### config.mk
export PLATFORM = sky130hd
export DESIGN_NAME = sc_top
export DESIGN_NICKNAME = d
export VERILOG_FILES = /design/src/sc_pkg.sv /design/src/sc_retire_capture.sv /design/src/sc_step_sched.sv /design/src/sc_csr_filter.sv /design/src/sc_compare.sv /design/src/sc_check_counters.sv /design/src/sc_top.sv
export SDC_FILE = /design/constraint.sdc
export NUM_CORES = 1
export LEC_CHECK = 0
export ABC_AREA = 1
export BUFFER_PORTS_ARGS = -buffer_cell sky130_fd_sc_hd__buf_4
export CORE_MARGIN = 2
export CORE_UTILIZATION = 24
export CTS_CLUSTER_DIAMETER = 60
export DETAILED_ROUTE_END_ITERATION = 10
export GPL_ROUTABILITY_DRIVEN = 1
export PLACE_DENSITY = 0.44
export SETUP_SLACK_MARGIN = 0.1
export SLEW_MARGIN = 20
export SYNTH_ARGS = -nofsm -noshare
export SYNTH_HDL_FRONTEND = slang
export SYNTH_SLANG_ARGS = --single-unit
### constraint.sdc
create_clock -name clk_i -period 2.3 [get_ports clk_i]
set_input_delay 0 -clock clk_i [delete_from_list [all_inputs] [get_ports clk_i]]
set_output_delay 0 -clock clk_i [all_outputs]
set_load 0.005 [all_outputs]
### src/sc_pkg.sv
// Shared definitions for the step-and-compare checker
// Word and index widths, CSR address map and scheduler states
package sc_pkg;

  localparam int XLEN       = 32;
  localparam int REG_ADDR_W = 5;
  localparam int CSR_ADDR_W = 12;

  typedef logic [XLEN-1:0]       xlen_t;
  typedef logic [REG_ADDR_W-1:0] reg_addr_t;
  typedef logic [CSR_ADDR_W-1:0] csr_addr_t;

  // Machine mode CSRs
  localparam csr_addr_t CSR_MSTATUS       = 12'h300;
  localparam csr_addr_t CSR_MISA          = 12'h301;
  localparam csr_addr_t CSR_MIE           = 12'h304;
  localparam csr_addr_t CSR_MTVEC         = 12'h305;
  localparam csr_addr_t CSR_MCOUNTINHIBIT = 12'h320;
  localparam csr_addr_t CSR_MSCRATCH      = 12'h340;
  localparam csr_addr_t CSR_MEPC          = 12'h341;
  localparam csr_addr_t CSR_MCAUSE        = 12'h342;
  localparam csr_addr_t CSR_MIP           = 12'h344;
  localparam csr_addr_t CSR_PMPCFG0       = 12'h3A0;
  localparam csr_addr_t CSR_PMPCFG1       = 12'h3A1;
  localparam csr_addr_t CSR_PMPCFG2       = 12'h3A2;
  localparam csr_addr_t CSR_PMPCFG3       = 12'h3A3;

  // Trigger and debug CSRs
  localparam csr_addr_t CSR_TSELECT       = 12'h7A0;
  localparam csr_addr_t CSR_TDATA1        = 12'h7A1;
  localparam csr_addr_t CSR_TDATA2        = 12'h7A2;
  localparam csr_addr_t CSR_TDATA3        = 12'h7A3;
  localparam csr_addr_t CSR_TINFO         = 12'h7A4;
  localparam csr_addr_t CSR_MCONTEXT      = 12'h7A8;
  localparam csr_addr_t CSR_SCONTEXT      = 12'h7AA;
  localparam csr_addr_t CSR_DCSR          = 12'h7B0;
  localparam csr_addr_t CSR_DPC           = 12'h7B1;
  localparam csr_addr_t CSR_DSCRATCH0     = 12'h7B2;
  localparam csr_addr_t CSR_DSCRATCH1     = 12'h7B3;

  // Counters and ID registers
  localparam csr_addr_t CSR_MINSTRET      = 12'hB02;
  localparam csr_addr_t CSR_MINSTRETH     = 12'hB82;
  localparam csr_addr_t CSR_CYCLE         = 12'hC00;
  localparam csr_addr_t CSR_TIME          = 12'hC01;
  localparam csr_addr_t CSR_INSTRET       = 12'hC02;
  localparam csr_addr_t CSR_CYCLEH        = 12'hC80;
  localparam csr_addr_t CSR_INSTRETH      = 12'hC82;
  localparam csr_addr_t CSR_MVENDORID     = 12'hF11;
  localparam csr_addr_t CSR_MARCHID       = 12'hF12;
  localparam csr_addr_t CSR_MIMPID        = 12'hF13;
  localparam csr_addr_t CSR_MHARTID       = 12'hF14;

  // First address of each hpm counter block, counters 3 to 31
  localparam csr_addr_t CSR_MHPMCOUNTER3  = 12'hB03;
  localparam csr_addr_t CSR_MHPMCOUNTERH3 = 12'hB83;
  localparam csr_addr_t CSR_HPMCOUNTER3   = 12'hC03;
  localparam csr_addr_t CSR_HPMCOUNTERH3  = 12'hC83;
  localparam int        HPM_SPAN          = 29;

  typedef enum logic [2:0] {
    SC_IDLE,
    SC_RTL_WAIT,
    SC_RM_STEP,
    SC_RM_WAIT,
    SC_CMP
  } sched_state_e;

endpackage

### src/sc_retire_capture.sv
// Retirement record register
// Loads one retirement on capture_i, used once for the core and once for the model
`timescale 1ns/1ps

module sc_retire_capture import sc_pkg::*; (
  input  logic      clk_i,
  input  logic      reset_i,
  input  logic      capture_i,
  input  xlen_t     pc_i,
  input  logic      gpr_we_i,
  input  reg_addr_t gpr_addr_i,
  input  xlen_t     gpr_data_i,
  input  logic      csr_we_i,
  input  csr_addr_t csr_addr_i,
  input  xlen_t     csr_data_i,
  output xlen_t     pc_o,
  output logic      gpr_we_o,
  output reg_addr_t gpr_addr_o,
  output xlen_t     gpr_data_o,
  output logic      csr_we_o,
  output csr_addr_t csr_addr_o,
  output xlen_t     csr_data_o
);

  always_ff @(posedge clk_i) begin
    if (reset_i) begin
      pc_o       <= '0;
      gpr_we_o   <= 1'b0;
      gpr_addr_o <= '0;
      gpr_data_o <= '0;
      csr_we_o   <= 1'b0;
      csr_addr_o <= '0;
      csr_data_o <= '0;
    end else if (capture_i) begin
      pc_o       <= pc_i;
      gpr_we_o   <= gpr_we_i;
      gpr_addr_o <= gpr_addr_i;
      gpr_data_o <= gpr_data_i;
      csr_we_o   <= csr_we_i;
      csr_addr_o <= csr_addr_i;
      csr_data_o <= csr_data_i;
    end
  end

endmodule

### src/sc_step_sched.sv
// Step scheduler
// Waits for one core retirement, holds the core, steps the reference model
// once and then triggers the compare of both records
`timescale 1ns/1ps

module sc_step_sched import sc_pkg::*; (
  input  logic clk_i,
  input  logic reset_i,
  input  logic rtl_retire_i,
  input  logic rm_valid_i,
  output logic rtl_capture_o,
  output logic rm_capture_o,
  output logic rm_step_o,
  output logic cmp_o,
  output logic rtl_hold_o
);

  sched_state_e state_q;
  sched_state_e state_d;

  always_comb begin
    state_d = state_q;
    case (state_q)
      SC_IDLE:     state_d = SC_RTL_WAIT;
      SC_RTL_WAIT: if (rtl_retire_i) state_d = SC_RM_STEP;
      SC_RM_STEP:  state_d = SC_RM_WAIT;
      SC_RM_WAIT:  if (rm_valid_i) state_d = SC_CMP;
      SC_CMP:      state_d = SC_RTL_WAIT;
      default:     state_d = SC_IDLE;
    endcase
  end

  always_ff @(posedge clk_i) begin
    if (reset_i) begin
      state_q <= SC_IDLE;
    end else begin
      state_q <= state_d;
    end
  end

  // Records are taken only in their own wait state
  assign rtl_capture_o = (state_q == SC_RTL_WAIT) && rtl_retire_i;
  assign rm_capture_o  = (state_q == SC_RM_WAIT) && rm_valid_i;

  assign rm_step_o = (state_q == SC_RM_STEP);
  assign cmp_o     = (state_q == SC_CMP);

  // Core stays frozen from the model request until the compare is done
  assign rtl_hold_o = (state_q == SC_RM_STEP) || (state_q == SC_RM_WAIT) ||
                      (state_q == SC_CMP);

  // Core must honour the hold level
  a_no_retire_in_hold: assert property (
    @(posedge clk_i) disable iff (reset_i)
    rtl_hold_o |-> !rtl_retire_i
  );

  // Model answers only to an outstanding step
  a_rm_valid_in_wait: assert property (
    @(posedge clk_i) disable iff (reset_i)
    (state_q != SC_RM_WAIT) |-> !rm_valid_i
  );

  a_rm_step_pulse: assert property (
    @(posedge clk_i) disable iff (reset_i)
    rm_step_o |=> !rm_step_o
  );

endmodule

### src/sc_csr_filter.sv
// CSR ignore policy
// Decodes the reported CSR address, flags known registers and decides
// whether the write is compared under the current mode levels
`timescale 1ns/1ps

module sc_csr_filter import sc_pkg::*; (
  input  csr_addr_t csr_addr_i,
  input  logic      stall_sim_i,
  input  logic      deferint_i,
  input  logic      debug_mode_i,
  input  logic      ignore_dpc_i,
  output logic      check_o,
  output logic      known_o
);

  logic named;
  logic ignore;
  logic hpm_hit;

  function automatic logic in_hpm_block(csr_addr_t addr, csr_addr_t base);
    return (addr >= base) && (addr < base + csr_addr_t'(HPM_SPAN));
  endfunction

  assign hpm_hit = in_hpm_block(csr_addr_i, CSR_MHPMCOUNTER3)  ||
                   in_hpm_block(csr_addr_i, CSR_MHPMCOUNTERH3) ||
                   in_hpm_block(csr_addr_i, CSR_HPMCOUNTER3)   ||
                   in_hpm_block(csr_addr_i, CSR_HPMCOUNTERH3);

  always_comb begin
    named  = 1'b1;
    ignore = 1'b0;
    case (csr_addr_i)
      // Trap state only lines up when interrupts are deferred
      CSR_MSTATUS, CSR_MEPC, CSR_MCAUSE: ignore = !deferint_i;
      CSR_DCSR: ignore = !debug_mode_i;
      CSR_DPC:  ignore = !debug_mode_i || ignore_dpc_i;
      // Timing dependent or implementation specific values
      CSR_MIP, CSR_TIME, CSR_CYCLE, CSR_CYCLEH, CSR_INSTRET, CSR_INSTRETH,
      CSR_MCONTEXT, CSR_SCONTEXT, CSR_MIMPID: ignore = 1'b1;
      CSR_MISA, CSR_MIE, CSR_MTVEC, CSR_MSCRATCH, CSR_MHARTID,
      CSR_DSCRATCH0, CSR_DSCRATCH1,
      CSR_PMPCFG0, CSR_PMPCFG1, CSR_PMPCFG2, CSR_PMPCFG3,
      CSR_TSELECT, CSR_TDATA1, CSR_TDATA2, CSR_TDATA3, CSR_TINFO,
      CSR_MARCHID, CSR_MVENDORID, CSR_MCOUNTINHIBIT,
      CSR_MINSTRET, CSR_MINSTRETH: ignore = 1'b0;
      default: named = 1'b0;
    endcase
  end

  assign known_o = named || hpm_hit;

  // hpm blocks are never compared, so only named registers can be checked
  assign check_o = named && !ignore && !stall_sim_i;

endmodule

### src/sc_compare.sv
// Record comparator
// Compares the captured core and model retirements on cmp_i and registers
// the PC, GPR and CSR mismatch flags one cycle later
`timescale 1ns/1ps

module sc_compare import sc_pkg::*; (
  input  logic      clk_i,
  input  logic      reset_i,
  input  logic      cmp_i,
  input  xlen_t     rtl_pc_i,
  input  logic      rtl_gpr_we_i,
  input  reg_addr_t rtl_gpr_addr_i,
  input  xlen_t     rtl_gpr_data_i,
  input  logic      rtl_csr_we_i,
  input  csr_addr_t rtl_csr_addr_i,
  input  xlen_t     rtl_csr_data_i,
  input  xlen_t     rm_pc_i,
  input  logic      rm_gpr_we_i,
  input  reg_addr_t rm_gpr_addr_i,
  input  xlen_t     rm_gpr_data_i,
  input  logic      rm_csr_we_i,
  input  csr_addr_t rm_csr_addr_i,
  input  xlen_t     rm_csr_data_i,
  input  logic      stall_sim_i,
  input  logic      deferint_i,
  input  logic      debug_mode_i,
  input  logic      ignore_dpc_i,
  output logic      compare_done_o,
  output logic      pc_mismatch_o,
  output logic      gpr_mismatch_o,
  output logic      csr_mismatch_o,
  output logic      unknown_csr_o,
  output logic      gpr_checked_o,
  output logic      csr_checked_o
);

  logic csr_check;
  logic csr_known;
  logic rtl_gpr_wr;
  logic rm_gpr_wr;

  sc_csr_filter csr_filter_i (
    .csr_addr_i   (rm_csr_addr_i),
    .stall_sim_i  (stall_sim_i),
    .deferint_i   (deferint_i),
    .debug_mode_i (debug_mode_i),
    .ignore_dpc_i (ignore_dpc_i),
    .check_o      (csr_check),
    .known_o      (csr_known)
  );

  // Writes to x0 do not count as writebacks
  assign rtl_gpr_wr = rtl_gpr_we_i && (rtl_gpr_addr_i != '0);
  assign rm_gpr_wr  = rm_gpr_we_i && (rm_gpr_addr_i != '0);

  // Check qualifiers, valid while cmp_i is high and counted on that edge
  assign gpr_checked_o = rtl_gpr_wr || rm_gpr_wr;
  assign csr_checked_o = rm_csr_we_i && csr_check;

  always_ff @(posedge clk_i) begin
    if (reset_i) begin
      compare_done_o <= 1'b0;
      pc_mismatch_o  <= 1'b0;
      gpr_mismatch_o <= 1'b0;
      csr_mismatch_o <= 1'b0;
      unknown_csr_o  <= 1'b0;
    end else begin
      compare_done_o <= cmp_i;
      if (cmp_i) begin
        pc_mismatch_o  <= (rtl_pc_i != rm_pc_i);
        gpr_mismatch_o <= gpr_checked_o &&
                          ((rtl_gpr_wr != rm_gpr_wr) ||
                           (rtl_gpr_addr_i != rm_gpr_addr_i) ||
                           (rtl_gpr_data_i != rm_gpr_data_i));
        csr_mismatch_o <= csr_checked_o &&
                          (!rtl_csr_we_i ||
                           (rtl_csr_addr_i != rm_csr_addr_i) ||
                           (rtl_csr_data_i != rm_csr_data_i));
        unknown_csr_o  <= rm_csr_we_i && !csr_known;
      end
    end
  end

  a_done_pulse: assert property (
    @(posedge clk_i) disable iff (reset_i)
    compare_done_o |=> !compare_done_o
  );

endmodule

### src/sc_check_counters.sv
// Check counters
// Counts compares and the GPR and CSR checks that applied, and raises a
// sticky flag once the instruction count reaches the limit
`timescale 1ns/1ps

module sc_check_counters #(
  parameter int          CNT_W     = 32,
  parameter int unsigned MAX_INSNS = 10_000_000
) (
  input  logic             clk_i,
  input  logic             reset_i,
  input  logic             compare_done_i,
  input  logic             gpr_checked_i,
  input  logic             csr_checked_i,
  output logic [CNT_W-1:0] num_pc_checks_o,
  output logic [CNT_W-1:0] num_gpr_checks_o,
  output logic [CNT_W-1:0] num_csr_checks_o,
  output logic [CNT_W-1:0] insn_count_o,
  output logic             limit_o
);

  localparam logic [CNT_W-1:0] LIMIT = CNT_W'(MAX_INSNS);

  logic [CNT_W-1:0] insn_next;

  assign insn_next = insn_count_o + CNT_W'(compare_done_i);

  always_ff @(posedge clk_i) begin
    if (reset_i) begin
      num_pc_checks_o  <= '0;
      num_gpr_checks_o <= '0;
      num_csr_checks_o <= '0;
      insn_count_o     <= '0;
      limit_o          <= 1'b0;
    end else begin
      insn_count_o <= insn_next;
      if (compare_done_i) begin
        num_pc_checks_o <= num_pc_checks_o + 1'b1;
        if (gpr_checked_i) num_gpr_checks_o <= num_gpr_checks_o + 1'b1;
        if (csr_checked_i) num_csr_checks_o <= num_csr_checks_o + 1'b1;
      end
      if (insn_next >= LIMIT) limit_o <= 1'b1;
    end
  end

  // GPR and CSR counts never pass the compare count, so this covers all four
  a_no_wrap: assert property (
    @(posedge clk_i) disable iff (reset_i)
    compare_done_i |-> !(&num_pc_checks_o) && !(&insn_count_o)
  );

endmodule

### src/sc_top.sv
// Step-and-compare checker top level
// Sequences one core retirement against one reference model step,
// compares the two records and keeps the check counters
`timescale 1ns/1ps

module sc_top import sc_pkg::*; #(
  parameter int          CNT_W     = 32,
  parameter int unsigned MAX_INSNS = 10_000_000
) (
  input  logic             clk_i,
  input  logic             reset_i,
  input  logic             rtl_retire_i,
  input  xlen_t            rtl_pc_i,
  input  logic             rtl_gpr_we_i,
  input  reg_addr_t        rtl_gpr_addr_i,
  input  xlen_t            rtl_gpr_data_i,
  input  logic             rtl_csr_we_i,
  input  csr_addr_t        rtl_csr_addr_i,
  input  xlen_t            rtl_csr_data_i,
  output logic             rtl_hold_o,
  output logic             rm_step_o,
  input  logic             rm_valid_i,
  input  xlen_t            rm_pc_i,
  input  logic             rm_gpr_we_i,
  input  reg_addr_t        rm_gpr_addr_i,
  input  xlen_t            rm_gpr_data_i,
  input  logic             rm_csr_we_i,
  input  csr_addr_t        rm_csr_addr_i,
  input  xlen_t            rm_csr_data_i,
  input  logic             stall_sim_i,
  input  logic             deferint_i,
  input  logic             debug_mode_i,
  input  logic             ignore_dpc_i,
  output logic             compare_done_o,
  output logic             pc_mismatch_o,
  output logic             gpr_mismatch_o,
  output logic             csr_mismatch_o,
  output logic             unknown_csr_o,
  output logic [CNT_W-1:0] num_pc_checks_o,
  output logic [CNT_W-1:0] num_gpr_checks_o,
  output logic [CNT_W-1:0] num_csr_checks_o,
  output logic [CNT_W-1:0] insn_count_o,
  output logic             limit_o
);

  logic      rtl_capture;
  logic      rm_capture;
  logic      cmp;
  logic      gpr_checked;
  logic      csr_checked;
  xlen_t     rtl_pc_q, rm_pc_q;
  logic      rtl_gpr_we_q, rm_gpr_we_q;
  reg_addr_t rtl_gpr_addr_q, rm_gpr_addr_q;
  xlen_t     rtl_gpr_data_q, rm_gpr_data_q;
  logic      rtl_csr_we_q, rm_csr_we_q;
  csr_addr_t rtl_csr_addr_q, rm_csr_addr_q;
  xlen_t     rtl_csr_data_q, rm_csr_data_q;

  sc_step_sched sched_i (
    .clk_i         (clk_i),
    .reset_i       (reset_i),
    .rtl_retire_i  (rtl_retire_i),
    .rm_valid_i    (rm_valid_i),
    .rtl_capture_o (rtl_capture),
    .rm_capture_o  (rm_capture),
    .rm_step_o     (rm_step_o),
    .cmp_o         (cmp),
    .rtl_hold_o    (rtl_hold_o)
  );

  sc_retire_capture rtl_capture_i (
    .clk_i (clk_i), .reset_i (reset_i), .capture_i (rtl_capture),
    .pc_i       (rtl_pc_i),       .pc_o       (rtl_pc_q),
    .gpr_we_i   (rtl_gpr_we_i),   .gpr_we_o   (rtl_gpr_we_q),
    .gpr_addr_i (rtl_gpr_addr_i), .gpr_addr_o (rtl_gpr_addr_q),
    .gpr_data_i (rtl_gpr_data_i), .gpr_data_o (rtl_gpr_data_q),
    .csr_we_i   (rtl_csr_we_i),   .csr_we_o   (rtl_csr_we_q),
    .csr_addr_i (rtl_csr_addr_i), .csr_addr_o (rtl_csr_addr_q),
    .csr_data_i (rtl_csr_data_i), .csr_data_o (rtl_csr_data_q)
  );

  sc_retire_capture rm_capture_i (
    .clk_i (clk_i), .reset_i (reset_i), .capture_i (rm_capture),
    .pc_i       (rm_pc_i),       .pc_o       (rm_pc_q),
    .gpr_we_i   (rm_gpr_we_i),   .gpr_we_o   (rm_gpr_we_q),
    .gpr_addr_i (rm_gpr_addr_i), .gpr_addr_o (rm_gpr_addr_q),
    .gpr_data_i (rm_gpr_data_i), .gpr_data_o (rm_gpr_data_q),
    .csr_we_i   (rm_csr_we_i),   .csr_we_o   (rm_csr_we_q),
    .csr_addr_i (rm_csr_addr_i), .csr_addr_o (rm_csr_addr_q),
    .csr_data_i (rm_csr_data_i), .csr_data_o (rm_csr_data_q)
  );

  sc_compare compare_i (
    .clk_i          (clk_i),
    .reset_i        (reset_i),
    .cmp_i          (cmp),
    .rtl_pc_i       (rtl_pc_q),
    .rtl_gpr_we_i   (rtl_gpr_we_q),
    .rtl_gpr_addr_i (rtl_gpr_addr_q),
    .rtl_gpr_data_i (rtl_gpr_data_q),
    .rtl_csr_we_i   (rtl_csr_we_q),
    .rtl_csr_addr_i (rtl_csr_addr_q),
    .rtl_csr_data_i (rtl_csr_data_q),
    .rm_pc_i        (rm_pc_q),
    .rm_gpr_we_i    (rm_gpr_we_q),
    .rm_gpr_addr_i  (rm_gpr_addr_q),
    .rm_gpr_data_i  (rm_gpr_data_q),
    .rm_csr_we_i    (rm_csr_we_q),
    .rm_csr_addr_i  (rm_csr_addr_q),
    .rm_csr_data_i  (rm_csr_data_q),
    .stall_sim_i    (stall_sim_i),
    .deferint_i     (deferint_i),
    .debug_mode_i   (debug_mode_i),
    .ignore_dpc_i   (ignore_dpc_i),
    .compare_done_o (compare_done_o),
    .pc_mismatch_o  (pc_mismatch_o),
    .gpr_mismatch_o (gpr_mismatch_o),
    .csr_mismatch_o (csr_mismatch_o),
    .unknown_csr_o  (unknown_csr_o),
    .gpr_checked_o  (gpr_checked),
    .csr_checked_o  (csr_checked)
  );

  // Counters take the compare strobe so they move with the registered flags
  sc_check_counters #(
    .CNT_W     (CNT_W),
    .MAX_INSNS (MAX_INSNS)
  ) counters_i (
    .clk_i            (clk_i),
    .reset_i          (reset_i),
    .compare_done_i   (cmp),
    .gpr_checked_i    (gpr_checked),
    .csr_checked_i    (csr_checked),
    .num_pc_checks_o  (num_pc_checks_o),
    .num_gpr_checks_o (num_gpr_checks_o),
    .num_csr_checks_o (num_csr_checks_o),
    .insn_count_o     (insn_count_o),
    .limit_o          (limit_o)
  );

endmodule

* Word-level counts from Yosys, hierarchy flattened
Cells that the tools add are included.
** Word-level totals
- Bits in registers :: 367
- Latch bits :: 0
- Bits in writable memories :: 0
- ROM bits :: 0
- Input port bits :: 238
- Output and inout bits :: 136
- Memories kept :: 0
** Cells by class
- Add/sub/neg operators :: 4
- Multiply operators :: 0
- Div/mod/pow operators :: 0
- Magnitude comparators :: 9
- Eq/ne operators :: 47
- Shift operators :: 0
- Muxes and demuxes :: 5
- Bitwise gates (word level) :: 0
- Reductions and logical operators :: 42
** Operator list (count)
- 12-bit by 10-bit equality test with 1-bit output, second input constant :: 13
- 12-bit by 11-bit equality test with 1-bit output, second input constant :: 11
- 12-bit equality test, second input constant :: 11
- 32-bit by 1-bit adder with 32-bit output, second input constant :: 3
- 32-bit != test :: 3
- 12-bit greater-or-equal comparator, second input constant :: 4
- 12-bit less-than comparator, second input constant :: 4
- 35-bit OR reduction :: 1
- 32-bit by 1-bit adder with 32-bit output :: 1
- 32-bit by 24-bit greater-or-equal comparator with 1-bit output, second input constant :: 1
- 1-bit logical AND :: 14
- 1-bit logical OR :: 12
- 12-bit != test :: 1
- 3-bit one-hot mux with 4 select lines :: 1
- 5-bit nonzero test :: 2
- 9-bit OR reduction :: 1
- 3-bit by 2-bit equality test with 1-bit output, second input constant :: 2
- 1-bit logical NOT :: 6
- 3-bit 2-to-1 mux :: 2
- 2-bit AND reduction :: 3
- 5-bit != test :: 1
- 2-bit != test, second input constant :: 2
- 1-bit one-hot mux with 4 select lines :: 1
- 3-bit by 1-bit equality test with 1-bit output, second input constant :: 1
- other kinds (6) :: 6

* Longest topological paths before layout
Gate-level depths: netlist of run 1.
- Depth after elaboration :: 8
- Depth in mapped cells :: 19
- Gate-level depth less buffers :: 18

* Cells and area by module
From an unflattened synthesis of run 1, not the netlist that was laid out.
** Unflattened totals
- Cell total of the unflattened synthesis :: 3092
- Area, all modules :: 19178.4 µm²
** By module, submodules not included
- sc_retire_capture :: times used 2, cells an instance 729, area an instance 4755.8 µm²
- sc_check_counters :: times used 1, cells an instance 978, area an instance 6636.4 µm²
- sc_compare :: times used 1, cells an instance 480, area an instance 2202.1 µm²
- sc_csr_filter :: times used 1, cells an instance 142, area an instance 639.4 µm²
- sc_step_sched :: times used 1, cells an instance 34, area an instance 188.9 µm²

* Worst setup path after synthesis of run 1
No wires, ideal clock.
- Path type :: register to register
- From :: reg sched_i.state_q[0]
- To :: reg counters_i.limit_o
- Data arrival time :: 2.166 ns
- Data required time :: 2.168 ns
- Slack :: 0.002 ns
- Cell stages (with the launch flop) :: 17
- Buffers on the path :: 1
- Path through :: dfxtp_1 -> nor2_2 -> nand2_2 -> inv_2 -> buf_6 -> ha_1 -> ha_1 -> nand3_1 -> nor2_1 -> inv_1 -> nor2_1 -> nand2_1 -> xor2_1 -> inv_1 -> nand3_1 -> nor2_1 -> a21oi_1
** On the way
- Longest elaborated chain between the ends :: 3
** Ends and longest elaborated chain
- from (decl) :: RTL line sc_step_sched.sv:18 : sched_state_e state_q;
- from (signal assigned) :: RTL line sc_step_sched.sv:37 : state_q <= state_d;
- 3-bit equality test :: RTL line sc_step_sched.sv:46 : assign cmp_o = (state_q == SC_CMP);
- via cmp :: RTL line sc_top.sv:48 : logic cmp;
- 32-bit by 1-bit adder with 32-bit output :: RTL line sc_check_counters.sv:26 : assign insn_next = insn_count_o + CNT_W'(compare_done_i);
- 32-bit by 24-bit greater-or-equal comparator with 1-bit output :: RTL line sc_check_counters.sv:42 : if (insn_next >= LIMIT) limit_o <= 1'b1;
- to (signal assigned) :: RTL line sc_check_counters.sv:34 : limit_o <= 1'b0;
- to (signal assigned) :: RTL line sc_check_counters.sv:42
- to (decl) :: RTL line sc_check_counters.sv:19 : output logic limit_o
The timed path passes the listed nets, and every way through them passes these cells.
A chain may end at the register's enable or synchronous reset.

* Worst setup path in the final report of run 1
- From :: reg sched_i.state_q[0]
- To :: reg rtl_capture_i.pc_o[20]
** On the way
- Longest elaborated chain between the ends :: 2
** Ends and longest elaborated chain
- 3-bit by 1-bit equality test with 1-bit output :: RTL line sc_step_sched.sv:42 : assign rtl_capture_o = (state_q == SC_RTL_WAIT) && rtl_retire_i;
- 1-bit logical AND :: RTL line sc_step_sched.sv:42
- to (signal assigned) :: RTL line sc_retire_capture.sv:35 : pc_o <= pc_i;
- to (decl) :: RTL line sc_retire_capture.sv:16 : output xlen_t pc_o,
No other way between the ends.

==> reports/results.tsv, run 1 <==
metric	value	unit
status	complete, no violations	
proportion of netlist area held by the largest area contributor	0.429	
post-layout utilization of the core	0.370	
CP endpoint kind	flip-flop	
ys async rst share	0	
post-route worst setup slack	0.173	ns
minimum clock period	2.13	ns
Min-Delay Path Class	in -> reg	
worst relative slew slack	0.455	
Worst setup SP type	flip-flop	
most repeated cell in the gate-level netlist after synthesis	sky130_fd_sc_hd__nand2_1	
cell count of the worst reg-to-reg path	9	
number of primary I/O pins	374	
Max Transition Viols Final	0	
Rows	97	
Max Fanout on Critical Path	95	
full die area	73500	sq um
area after detailed placement	21300	sq um
total grt overflow	0	
Sink Count	367	
Final Hold Violating Endpoints	0	
buffer levels on the longest clock path	3	
sum of internal, switching and leakage power	17.8	mW
pin slew with the least headroom to its limit	0.818	ns
GR Util met3	0.0316	
layout cell share with drive strength beyond 1	0.209	
setup TNS	0	ns
Most used DFF post-synth	sky130_fd_sc_hd__dfxtp_1	
reg-to-reg setup timing slack	0.17	ns
depth of the CTS H-tree	2	
critical path arrival	2.58	ns
Static Leakage	10.6	nW
met2 GRT Util	0.316	
ordered list of cells on the worst path	buf_4, inv_1, nor2_1, nand2_1, nor2_4, inv_6, buf_12, o21ai_0, a21oi_1	
root buffer cell	sky130_fd_sc_hd__clkbuf_16	
fraction of the cycle the final worst path needs	0.925	
data required time at the worst endpoint	2.76	ns
synthesized cell area	17100	sq um
Placement Setup Slack	0.0302	ns
setup repair after global routing missed its margin	yes	
instance count of the mapped netlist	2495	
nets in the synthesized netlist	2739	
overall die width	271	um
gr usage total	0.181	
cell taking the most area after synthesis	sky130_fd_sc_hd__dfxtp_1	
maximum clock frequency	470	MHz
critical path capture point	rtl_capture_i.pc_o[20]$_SDFFE_PP0P_	
Worst-path clk slew	0.06	ns
Num CTS Buffers	51	
crit-path leading delay family	buffers and inverters	
delay of the slowest cell on the worst path	0.37	ns
non-filler cells, final	4121	
Synth Area per Inst	6.87	sq um
largest cells by area after synthesis	sky130_fd_sc_hd__dfxtp_1 43%, sky130_fd_sc_hd__nand2_1 10%, sky130_fd_sc_hd__nor2_1 8.5%	
mean routed wirelength per cell	17.0	um
clock insertion delay at the later pin of the skew report	0.60	ns
leading post-synthesis cells by instance count	455 x sky130_fd_sc_hd__nand2_1, 386 x sky130_fd_sc_hd__nor2_1, 367 x sky130_fd_sc_hd__dfxtp_1	
Critical Path Source	sched_i.state_q[0]$_SDFFE_PP0P_	
total iterations of the first detailed-routing run	6	
capture instance of the worst register-to-register path	rtl_capture_i.pc_o[20]$_SDFFE_PP0P_	
gp weighted congestion	0.893	
slowest library cell on the worst path	sky130_fd_sc_hd__dfxtp_1	
worst-case vdd ir drop	0.556	mV
Detail Route Antenna Nets	0	
count of input and output buffers	373	
Unique masters post-synth	45	
number of remaining DRC errors	0	
reg-to-reg critical path startpoint	sched_i.state_q[0]$_SDFFE_PP0P_	
WP depth	9	
Post-Layout Inst Area	26100	sq um
pin count of the biggest net entering global routing	96	
Pwr Density	684	nW/um^2
Core Region	70400	sq um
critical path buffer and inverter count	4	
Post-DP HPWL	50500	um
floorplan die height	271	um
number of DRC violations after detailed-routing iteration 0	1254	
initial antenna violation count	5	
detailed-route via count	18800	
share of synthesized area occupied by flip-flops and latches	0.429	
total of flip-flops plus latches after synthesis	367	
final setup violation count	0	
P&R area growth vs syn	52.2	%
number of vias per cell	4.56	
most utilized layer in the global route result	met2	
warnings from Yosys	0	
starting utilization of the core area	0.243	
number of max-cap violations	0	
count of flip-flops with a built-in enable after synthesis	0	
worst clock skew	0.0255	ns
worst hold slack after final layout	0.126	ns
wire length of the first global-routing pass	105000	um
fin nets	3384	
number of global-route vias before repair	18800	
category of the most critical setup path	reg -> reg	
TritonCTS clock tree	yes	
final WL	70000	um
Cells after DPL	3764	
met1 capacity usage during global routing	0.232	
-- cell type report --
cell class | count | area, sq um
Fill cell | 7468 | 44300
Multi-Input combinational cell | 1743 | 8650
Sequential cell | 367 | 7370
Timing Repair Buffer | 694 | 6060
Clock buffer | 73 | 1500
Tap cell | 940 | 1180
Inverter | 283 | 1080
Clock inverter | 19 | 239
Antenna cell | 2 | 5.00
-- registers in the layout, indices dropped and copies added, names as in the netlist, 5 cells and up --
signal / flops
counters_i.num_pc_checks_o: 32
counters_i.insn_count_o: 32
rtl_capture_i.gpr_data_o: 32
rm_capture_i.pc_o: 32
rm_capture_i.gpr_data_o: 32
rtl_capture_i.csr_data_o: 32
rm_capture_i.csr_data_o: 32
rm_capture_i.gpr_addr_o: 5
counters_i.num_csr_checks_o: 32
rtl_capture_i.csr_addr_o: 12
rtl_capture_i.gpr_addr_o: 5
counters_i.num_gpr_checks_o: 32
rtl_capture_i.pc_o: 32
rm_capture_i.csr_addr_o: 12
-- what timing repair did --
action                                  in CTS  in global routing
endpoints found under the setup margin      16                 74
cloned                                       0                  4
pin swaps                                    1                 34
endpoints found under the hold margin      264                  0
resized for setup                            6                115
buffers inserted                             1                 13
hold buffers                               245                  0
-- routing by layer --
layer  up-vias  routed length, um  share of wire
met3       100               3550          0.051
li1       9468                  -              -
met5         -                 24        0.00034
met1      8725              31100           0.44
met4         4               1410          0.020
met2       505              34000           0.49
-- where the power goes --
part / leakage, nW / total (mW) / switching [mW] / internal (mW)
Clock: 0.844 / 8.10 / 3.11 / 4.99
Sequential: 2.98 / 7.01 / 0.245 / 6.77
Combinational: 6.78 / 2.74 / 1.51 / 1.22
Total: 10.6 / 17.8 / 4.87 / 13.0
-- layout by cell type, fill, tap and decap left out, types with 4 or more instances in the layout --
cell and n:
sky130_fd_sc_hd__nand2_1 439, sky130_fd_sc_hd__clkinvlp_4 4, sky130_fd_sc_hd__nand2_2 17, sky130_fd_sc_hd__nor2_1 361
sky130_fd_sc_hd__clkbuf_1 9, sky130_fd_sc_hd__xnor2_1 37, sky130_fd_sc_hd__buf_4 428, sky130_fd_sc_hd__nand3b_1 4
sky130_fd_sc_hd__a211oi_1 5, sky130_fd_sc_hd__buf_12 12, sky130_fd_sc_hd__nor3_1 50, sky130_fd_sc_hd__nand3_2 8
sky130_fd_sc_hd__xor2_1 31, sky130_fd_sc_hd__nor2_2 18, sky130_fd_sc_hd__clkbuf_8 12, sky130_fd_sc_hd__dlygate4sd3_1 245
sky130_fd_sc_hd__inv_2 16, sky130_fd_sc_hd__o22ai_1 29, sky130_fd_sc_hd__nand3_1 147, sky130_fd_sc_hd__nor2_4 25
sky130_fd_sc_hd__nor3_2 6, sky130_fd_sc_hd__inv_1 263, sky130_fd_sc_hd__o2111ai_1 9, sky130_fd_sc_hd__bufinv_16 4
sky130_fd_sc_hd__clkinv_2 4, sky130_fd_sc_hd__o21ai_1 11, sky130_fd_sc_hd__buf_6 4, sky130_fd_sc_hd__nor4_1 14
sky130_fd_sc_hd__nand4_1 50, sky130_fd_sc_hd__dfxtp_1 350, sky130_fd_sc_hd__clkbuf_16 55, sky130_fd_sc_hd__inv_6 7
sky130_fd_sc_hd__dfxtp_2 16, sky130_fd_sc_hd__a21oi_1 224, sky130_fd_sc_hd__o21ai_0 216, sky130_fd_sc_hd__nand2_4 6
-- kinds of logic (layout without fill, tap and decap cells) --
kind of cell,count (synthesis),after routing,synth area share
AOI/OAI and AO/OA,514,514,0.158
xor gates and xnor gates,68,68,0.0348
adders and majority gates,6,6,0.00438
buffers and inverters,385,1069,0.0869
DFF,367,367,0.429
other,0,2,0
and+or+nand+nor,1155,1155,0.288
-- worst min-delay path by stage --
stage,end,depth (start not counted),from,slack (ns)
floorplan,rtl_capture_i.gpr_data_o[12]$_SDFFE_PP0P_,2,rtl_gpr_data_i[12],0.13
global placement,rtl_capture_i.pc_o[15]$_SDFFE_PP0P_,3,rtl_pc_i[15],0.23
detailed placement,rtl_capture_i.gpr_data_o[19]$_SDFFE_PP0P_,3,rtl_gpr_data_i[19],0.24
CTS,compare_i.csr_mismatch_o$_SDFFE_PP0P_,9,stall_sim_i,0.13
global route,rtl_capture_i.gpr_data_o[19]$_SDFFE_PP0P_,4,rtl_gpr_data_i[19],0.15
finish,counters_i.num_csr_checks_o[20]$_SDFFE_PP0P_,10,stall_sim_i,0.13
-- tightest hold or removal path: cells and delay by family --
kind,cells,cell delay (ns)
AO/OA/AOI/OAI,1,0.06
buffers and inverters,1,0.10
AND/OR/NAND/NOR,8,0.50
Note: power is estimated with default switching activity, not from simulation.
==> run 2: changes to the inputs <==
--- a/config.mk
+++ b/config.mk
@@ -9,6 +9,7 @@
 export BUFFER_PORTS_ARGS = -buffer_cell sky130_fd_sc_hd__buf_4
 export CORE_MARGIN = 2
 export CORE_UTILIZATION = 24
+export CTS_BUF_LIST = sky130_fd_sc_hd__clkbuf_4 sky130_fd_sc_hd__clkbuf_8
 export CTS_CLUSTER_DIAMETER = 60
 export DETAILED_ROUTE_END_ITERATION = 10
 export GPL_ROUTABILITY_DRIVEN = 1
==> reports/results.tsv, run 2 (same netlist as run 1, synthesis figures left out) <==
metric	value	unit	change
Sw Ratio	0.280		was 0.273
leading cell type in the layout, fill and taps excluded	sky130_fd_sc_hd__nand2_1		unchanged
gr usage total	0.183		was 0.181
Placement Setup Slack	0.0302	ns	unchanged
detailed-route via count	18900		was 18,800
Core Region	70400	sq um	unchanged
minimum clock period	2.14	ns	was 2.13 ns
post-layout utilization of the core	0.370		about the same
number of remaining DRC errors	0		unchanged
most repeated library cell on the critical path	sky130_fd_sc_hd__nand2_1		
worst-case vdd ir drop	0.352	mV	was 0.556 mV
crit-path leading delay family	simple AND/OR/NAND/NOR gates		was buffers and inverters
data required time at the worst endpoint	2.81	ns	was 2.76 ns
starting utilization of the core area	0.243		unchanged
fraction of the cycle the final worst path needs	0.929		was 0.925
post-route worst setup slack	0.164	ns	was 0.173 ns
non-filler cells, final	4171		was 4,121
worst clock skew	0.0262	ns	was 0.0255 ns
Rows	97		unchanged
Sink Count	367		unchanged
gp weighted congestion	0.893		unchanged
area after detailed placement	21300	sq um	unchanged
full die area	73500	sq um	unchanged
share of power burned in the clock network	0.429		was 0.454
fin nets	3414		was 3,384
Worst setup SP type	flip-flop		unchanged
status	complete, no violations		unchanged
Detail Route Antenna Nets	0		unchanged
mean routed wirelength per cell	17.0	um	about the same
Max Transition Viols Final	0		unchanged
worst relative slew slack	0.464		was 0.455
Num CTS Buffers	73		was 51
number of primary I/O pins	374		unchanged
cell internal power dissipation	12.4	mW	was 13.0 mW
initial antenna violation count	7		was 5
category of the most critical setup path	reg -> reg		unchanged
fraction of power consumed by combinational cells	0.162		was 0.153
total grt overflow	0		unchanged
wire length of the first global-routing pass	106000	um	was 105,000 um
P&R area growth vs syn	52.2	%	about the same
Cells after DPL	3764		unchanged
pin count of the biggest net entering global routing	96		unchanged
Post-Layout Inst Area	26100	sq um	about the same
overall die width	271	um	unchanged
power share of the sequential group	0.409		was 0.393
setup repair after global routing missed its margin	yes		unchanged
maximum clock frequency	468	MHz	was 470 MHz
setup TNS	0	ns	unchanged
pin slew with the least headroom to its limit	0.804	ns	was 0.818 ns
Pwr Density	658	nW/um^2	was 684 nW/um^2
number of DRC violations after detailed-routing iteration 0	1274		was 1,254
most frequent cells in the layout	438 x sky130_fd_sc_hd__nand2_1, 430 x sky130_fd_sc_hd__buf_4, 357 x sky130_fd_sc_hd__nor2_1, 354 x sky130_fd_sc_hd__dfxtp_1, 264 x sky130_fd_sc_hd__inv_1		was 439 x sky130_fd_sc_hd__nand2_1, 428 x sky130_fd_sc_hd__buf_4, 361 x sky130_fd_sc_hd__nor2_1, 350 x sky130_fd_sc_hd__dfxtp_1, 263 x sky130_fd_sc_hd__inv_1
switching pwr	4.81	mW	was 4.87 mW
number of max-cap violations	0		unchanged
Min-Delay Path Class	in -> reg		unchanged
depth of the CTS H-tree	3		was 2
Worst-path clk slew	0.06	ns	about the same
layout cell share with drive strength beyond 1	0.220		was 0.209
ordered list of cells on the worst path	nor2_4, nand2_2, inv_2, ha_4, ha_4, nand3_2, nor2_4, buf_6, nand3_1, nand2_1, nand2_2, nand2_1, nor2_1, nand2_1, nand4_1, nand2_1, a21oi_2		was buf_4, inv_1, nor2_1, nand2_1, nor2_4, inv_6, buf_12, o21ai_0, a21oi_1
delay of the slowest cell on the worst path	0.33	ns	was 0.37 ns
total iterations of the first detailed-routing run	8		was 6
Static Leakage	10.7	nW	was 10.6 nW
clock insertion delay at the later pin of the skew report	0.66	ns	was 0.60 ns
Max Fanout on Critical Path	4		was 95
root buffer cell	sky130_fd_sc_hd__clkbuf_8		was sky130_fd_sc_hd__clkbuf_16
buffer levels on the longest clock path	3		unchanged
critical path buffer and inverter count	2		was 4
floorplan die height	271	um	unchanged
final WL	70900	um	was 70,000 um
number of vias per cell	4.54		was 4.56
count of input and output buffers	373		unchanged
Post-DP HPWL	50500	um	unchanged
critical path arrival	2.64	ns	was 2.58 ns
Final Hold Violating Endpoints	0		unchanged
final setup violation count	0		unchanged
TritonCTS clock tree	yes		unchanged
number of global-route vias before repair	18900		was 18,800
slowest library cell on the worst path	sky130_fd_sc_hd__dfxtp_2		was sky130_fd_sc_hd__dfxtp_1
CP endpoint kind	flip-flop		unchanged
==> run 2: cell types whose count changed in the layout (fill, tap and decap cells not counted), sizes merged <==
cell,delta
inv,-2
clkinvlp,-2
buf,+1
bufinv,-2
diode,+2
dlygate4sd3,+5
clkbuf,+48
==> run 2: per-stage QoR <==
step	hold WS (ns)	total power, mW
CTS	0.0426	17.4
global route	0.0685	18.0
detailed placement	0.235	9.51
finish	0.0736	17.2
global placement	0.229	9.50
floorplan	0.135	8.40
==> run 2: path summary, 6_finish.rpt <==
kind	depth (start not counted)	slack (ns)	to	start
setup / recovery	17	0.16	counters_i.limit_o$_SDFFE_PP0P_	sched_i.state_q[1]$_SDFFE_PP0P_
hold / removal	8	0.07	counters_i.num_csr_checks_o[20]$_SDFFE_PP0P_	deferint_i
setup reg to reg	17	0.16	counters_i.limit_o$_SDFFE_PP0P_	sched_i.state_q[1]$_SDFFE_PP0P_
hold reg to reg	2	0.46	rtl_capture_i.pc_o[22]$_SDFFE_PP0P_	rtl_capture_i.pc_o[22]$_SDFFE_PP0P_
==> run 2: worst min-delay path, stage by stage <==
cell and delay, ns:
sky130_fd_sc_hd__buf_4 0.10, sky130_fd_sc_hd__nand3b_1 0.17, sky130_fd_sc_hd__inv_1 0.11, sky130_fd_sc_hd__nor2_4 0.06, sky130_fd_sc_hd__nand2_4 0.09, sky130_fd_sc_hd__o21bai_1 0.06, sky130_fd_sc_hd__nand2_1 0.05, sky130_fd_sc_hd__nor2_1 0.03
==> run 2: final cells by class <==
| type | instances | area [sq um] |
|---|---|---|
| sequential | 367 | 7370 |
| multi-input combinational | 1743 | 8660 |
| clock inverter | 13 | 134 |
| fill | 7491 | 44300 |
| inverter | 283 | 1080 |
| clock buffer | 119 | 1490 |
| antenna | 4 | 10.0 |
| tap | 940 | 1180 |
| timing repair buffer | 702 | 6160 |
==> run 2: power by group through the flow <==
stage               combinational (mW)  clock (mW)  sequential [mW]
global placement                  2.37           0             7.13
floorplan                         1.32           0             7.07
detailed placement                2.38           0             7.13
finish                            2.78        7.37             7.01
CTS                               2.73        7.63             7.00
global route                      3.08        7.91             7.05
==> run 2: timing repair <==
| action | in CTS | in global routing |
|---|---|---|
| endpoints found under the hold margin | 314 | 0 |
| resized for setup | 6 | 112 |
| cloned | 0 | 5 |
| pin swaps | 3 | 29 |
| setup endpoints to repair | 9 | 90 |
| setup buffers | 2 | 14 |
| hold buffers | 250 | 0 |
==> run 2: layer usage <==
metal	part of all wire	GRT usage	up-vias
met4	0.027	0.0586	4
met3	0.054	0.0367	107
met1	0.44	0.232	8770
met2	0.48	0.311	544
met5	0.00034	0	-
li1	-	-	9521
==> run 3: changes to the inputs <==
==> constraint.sdc (replaced) <==
create_clock -name clk_i -period 2.3 [get_ports clk_i]
set_input_delay 0.345 -clock clk_i [delete_from_list [all_inputs] [get_ports clk_i]]
set_output_delay 0.345 -clock clk_i [all_outputs]
set_load 0.005 [all_outputs]
==> reports/results.tsv, run 3 (same netlist as run 1, synthesis figures left out) <==
metric	value	unit	change
Post-DP HPWL	49900	um	was 50,500 um
post-layout utilization of the core	0.365		was 0.370
depth of the CTS H-tree	3		unchanged
mean routed wirelength per cell	16.8	um	was 17.0 um
CP endpoint kind	flip-flop		unchanged
worst clock skew	0.0242	ns	was 0.0262 ns
most frequent cells in the layout	437 x sky130_fd_sc_hd__buf_4, 430 x sky130_fd_sc_hd__nand2_1, 358 x sky130_fd_sc_hd__nor2_1, 351 x sky130_fd_sc_hd__dfxtp_1, 261 x sky130_fd_sc_hd__inv_1		was 438 x sky130_fd_sc_hd__nand2_1, 430 x sky130_fd_sc_hd__buf_4, 357 x sky130_fd_sc_hd__nor2_1, 354 x sky130_fd_sc_hd__dfxtp_1, 264 x sky130_fd_sc_hd__inv_1
fin nets	3388		was 3,414
status	complete, no violations		unchanged
clock insertion delay at the later pin of the skew report	0.65	ns	was 0.66 ns
data required time at the worst endpoint	2.80	ns	was 2.81 ns
category of the most critical setup path	reg -> reg		unchanged
worst relative slew slack	0.472		was 0.464
wire length of the first global-routing pass	106000	um	about the same
Final Hold Violating Endpoints	0		unchanged
layout cell share with drive strength beyond 1	0.230		was 0.220
number of DRC violations after detailed-routing iteration 0	1108		was 1,274
setup repair after global routing missed its margin	yes		unchanged
reg-to-reg critical path startpoint	sched_i.state_q[1]$_SDFFE_PP0P_		unchanged
Post-Layout Inst Area	25700	sq um	was 26,100 sq um
Sink Count	367		unchanged
area after detailed placement	21300	sq um	unchanged
final setup violation count	0		unchanged
overall die width	271	um	unchanged
number of vias per cell	4.56		was 4.54
total iterations of the first detailed-routing run	5		was 8
Max Fanout on Critical Path	4		unchanged
count of input and output buffers	373		unchanged
Worst setup SP type	flip-flop		unchanged
full die area	73500	sq um	unchanged
critical path arrival	2.58	ns	was 2.64 ns
reg-to-reg setup timing slack	0.21	ns	was 0.16 ns
starting utilization of the core area	0.243		unchanged
gp weighted congestion	0.871		was 0.893
worst-case vdd ir drop	0.322	mV	was 0.352 mV
Worst-path clk slew	0.06	ns	about the same
cell count of the worst reg-to-reg path	17		unchanged
worst hold slack after final layout	0.0612	ns	was 0.0736 ns
initial antenna violation count	8		was 7
setup TNS	0	ns	unchanged
Max Transition Viols Final	0		unchanged
root buffer cell	sky130_fd_sc_hd__clkbuf_8		unchanged
Num CTS Buffers	74		was 73
P&R area growth vs syn	50.1	%	was 52.2%
Rows	97		unchanged
Hold Path Depth	3		was 8
leading cell type in the layout, fill and taps excluded	sky130_fd_sc_hd__buf_4		was sky130_fd_sc_hd__nand2_1
number of max-cap violations	0		unchanged
number of global-route vias before repair	18800		was 18,900
number of remaining DRC errors	0		unchanged
minimum clock period	2.09	ns	was 2.14 ns
capture instance of the worst register-to-register path	counters_i.limit_o$_SDFFE_PP0P_		unchanged
Detail Route Antenna Nets	0		unchanged
TritonCTS clock tree	yes		unchanged
fraction of the cycle the final worst path needs	0.907		was 0.929
number of primary I/O pins	374		unchanged
gr usage total	0.183		about the same
Pwr Density	644	nW/um^2	was 658 nW/um^2
Min-Delay Path Class	in -> reg		unchanged
total grt overflow	0		unchanged
Core Region	70400	sq um	unchanged
worst min-delay path startpoint	rm_csr_addr_i[2]		was deferint_i
buffer levels on the longest clock path	3		unchanged
pin count of the biggest net entering global routing	135		was 96
detailed-route via count	18900		about the same
Static Leakage	10.6	nW	was 10.7 nW
final WL	69700	um	was 70,900 um
Hold Crit Endpoint	rm_capture_i.csr_addr_o[2]$_SDFFE_PP0P_		was counters_i.num_csr_checks_o[20]$_SDFFE_PP0P_
floorplan die height	271	um	unchanged
pin slew with the least headroom to its limit	0.792	ns	was 0.804 ns
maximum clock frequency	479	MHz	was 468 MHz
[run 3: cell types whose count changed in the layout (fill, tap and decap cells not counted), sizes merged]
| cell | change |
|---|---|
| bufinv | -2 |
| buf | +13 |
| clkbuf | -4 |
| clkinv | -4 |
| dlygate4sd3 | -38 |
[run 3: repair_timing]
action | in CTS | in global routing
setup endpoints to repair | 4 | 58
hold endpoints to repair | 212 | 0
gates cloned | 0 | 5
setup buffers | 3 | 25
pin swaps | 2 | 42
hold buffers | 212 | 0
resized for setup | 3 | 146
[run 3: critical path, stage by stage, from the launching register on]
cell,delay [ns]
sky130_fd_sc_hd__dfxtp_2,0.33
sky130_fd_sc_hd__nor2_4,0.11
sky130_fd_sc_hd__nand2_2,0.07
sky130_fd_sc_hd__inv_2,0.07
sky130_fd_sc_hd__ha_4,0.16
sky130_fd_sc_hd__ha_4,0.18
sky130_fd_sc_hd__nand3_4,0.09
sky130_fd_sc_hd__nor2_4,0.19
sky130_fd_sc_hd__buf_6,0.14
sky130_fd_sc_hd__nand3_1,0.06
sky130_fd_sc_hd__nand2_1,0.08
sky130_fd_sc_hd__nand2_2,0.06
sky130_fd_sc_hd__nand2_1,0.07
sky130_fd_sc_hd__nor2_1,0.04
sky130_fd_sc_hd__nand2_1,0.05
sky130_fd_sc_hd__nand4_1,0.12
sky130_fd_sc_hd__nand2_1,0.10
sky130_fd_sc_hd__a21oi_2,0.05
[run 3: where the power goes]
part           total (mW)  leakage (nW)  switching, mW  internal (mW)
clock network        6.86         0.788           2.96           3.91
registers            7.02          2.98          0.251           6.77
logic                2.67          6.81           1.49           1.19
[run 3: worst max-delay path by stage]
stage / cells after the start / startpoint / to / slack [ns]
floorplan: 17 / sched_i.state_q[0]$_SDFFE_PP0P_ / counters_i.limit_o$_SDFFE_PP0P_ / 0.16
global placement: 14 / rm_capture_i.csr_addr_o[2]$_SDFFE_PP0P_ / counters_i.num_csr_checks_o[4]$_SDFFE_PP0P_ / 0.08
detailed placement: 12 / rm_capture_i.gpr_addr_o[2]$_SDFFE_PP0P_ / counters_i.num_gpr_checks_o[19]$_SDFFE_PP0P_ / 0.1
CTS: 13 / sched_i.state_q[0]$_SDFFE_PP0P_ / counters_i.num_csr_checks_o[30]$_SDFFE_PP0P_ / 0.09
global route: 17 / sched_i.state_q[1]$_SDFFE_PP0P_ / counters_i.limit_o$_SDFFE_PP0P_ / -0.002
finish: 17 / sched_i.state_q[1]$_SDFFE_PP0P_ / counters_i.limit_o$_SDFFE_PP0P_ / 0.21
[run 3: cell type report]
type                       instances  area [sq um]
antenna                            4          10.0
clock buffer                     117          1430
clock inverter                     7          51.3
fill                            7551         44700
inverter                         283          1090
multi-input combinational       1743          8730
sequential                       367          7380
tap                              940          1180
timing repair buffer             675          5860
[run 3: metal layers]
layer | wire length, um | vias to the layer above | track usage
met1 | 31200 | 8780 | 0.233
met2 | 33100 | 481 | 0.309
li1 | - | 9483 | -
met3 | 3310 | 117 | 0.0345
met4 | 2040 | 6 | 0.0610
met5 | 37 | - | 0
[run 3: per-stage QoR]
step,setup slack (ns),cells,power (mW)
after CTS,0.0947,4103,16.8
final,0.213,4136,16.6
after floorplan,0.157,2495,8.40
after detailed placement,0.0987,3764,9.49
after global routing,-0.00221,4134,17.5
after global placement,0.0755,3764,9.48
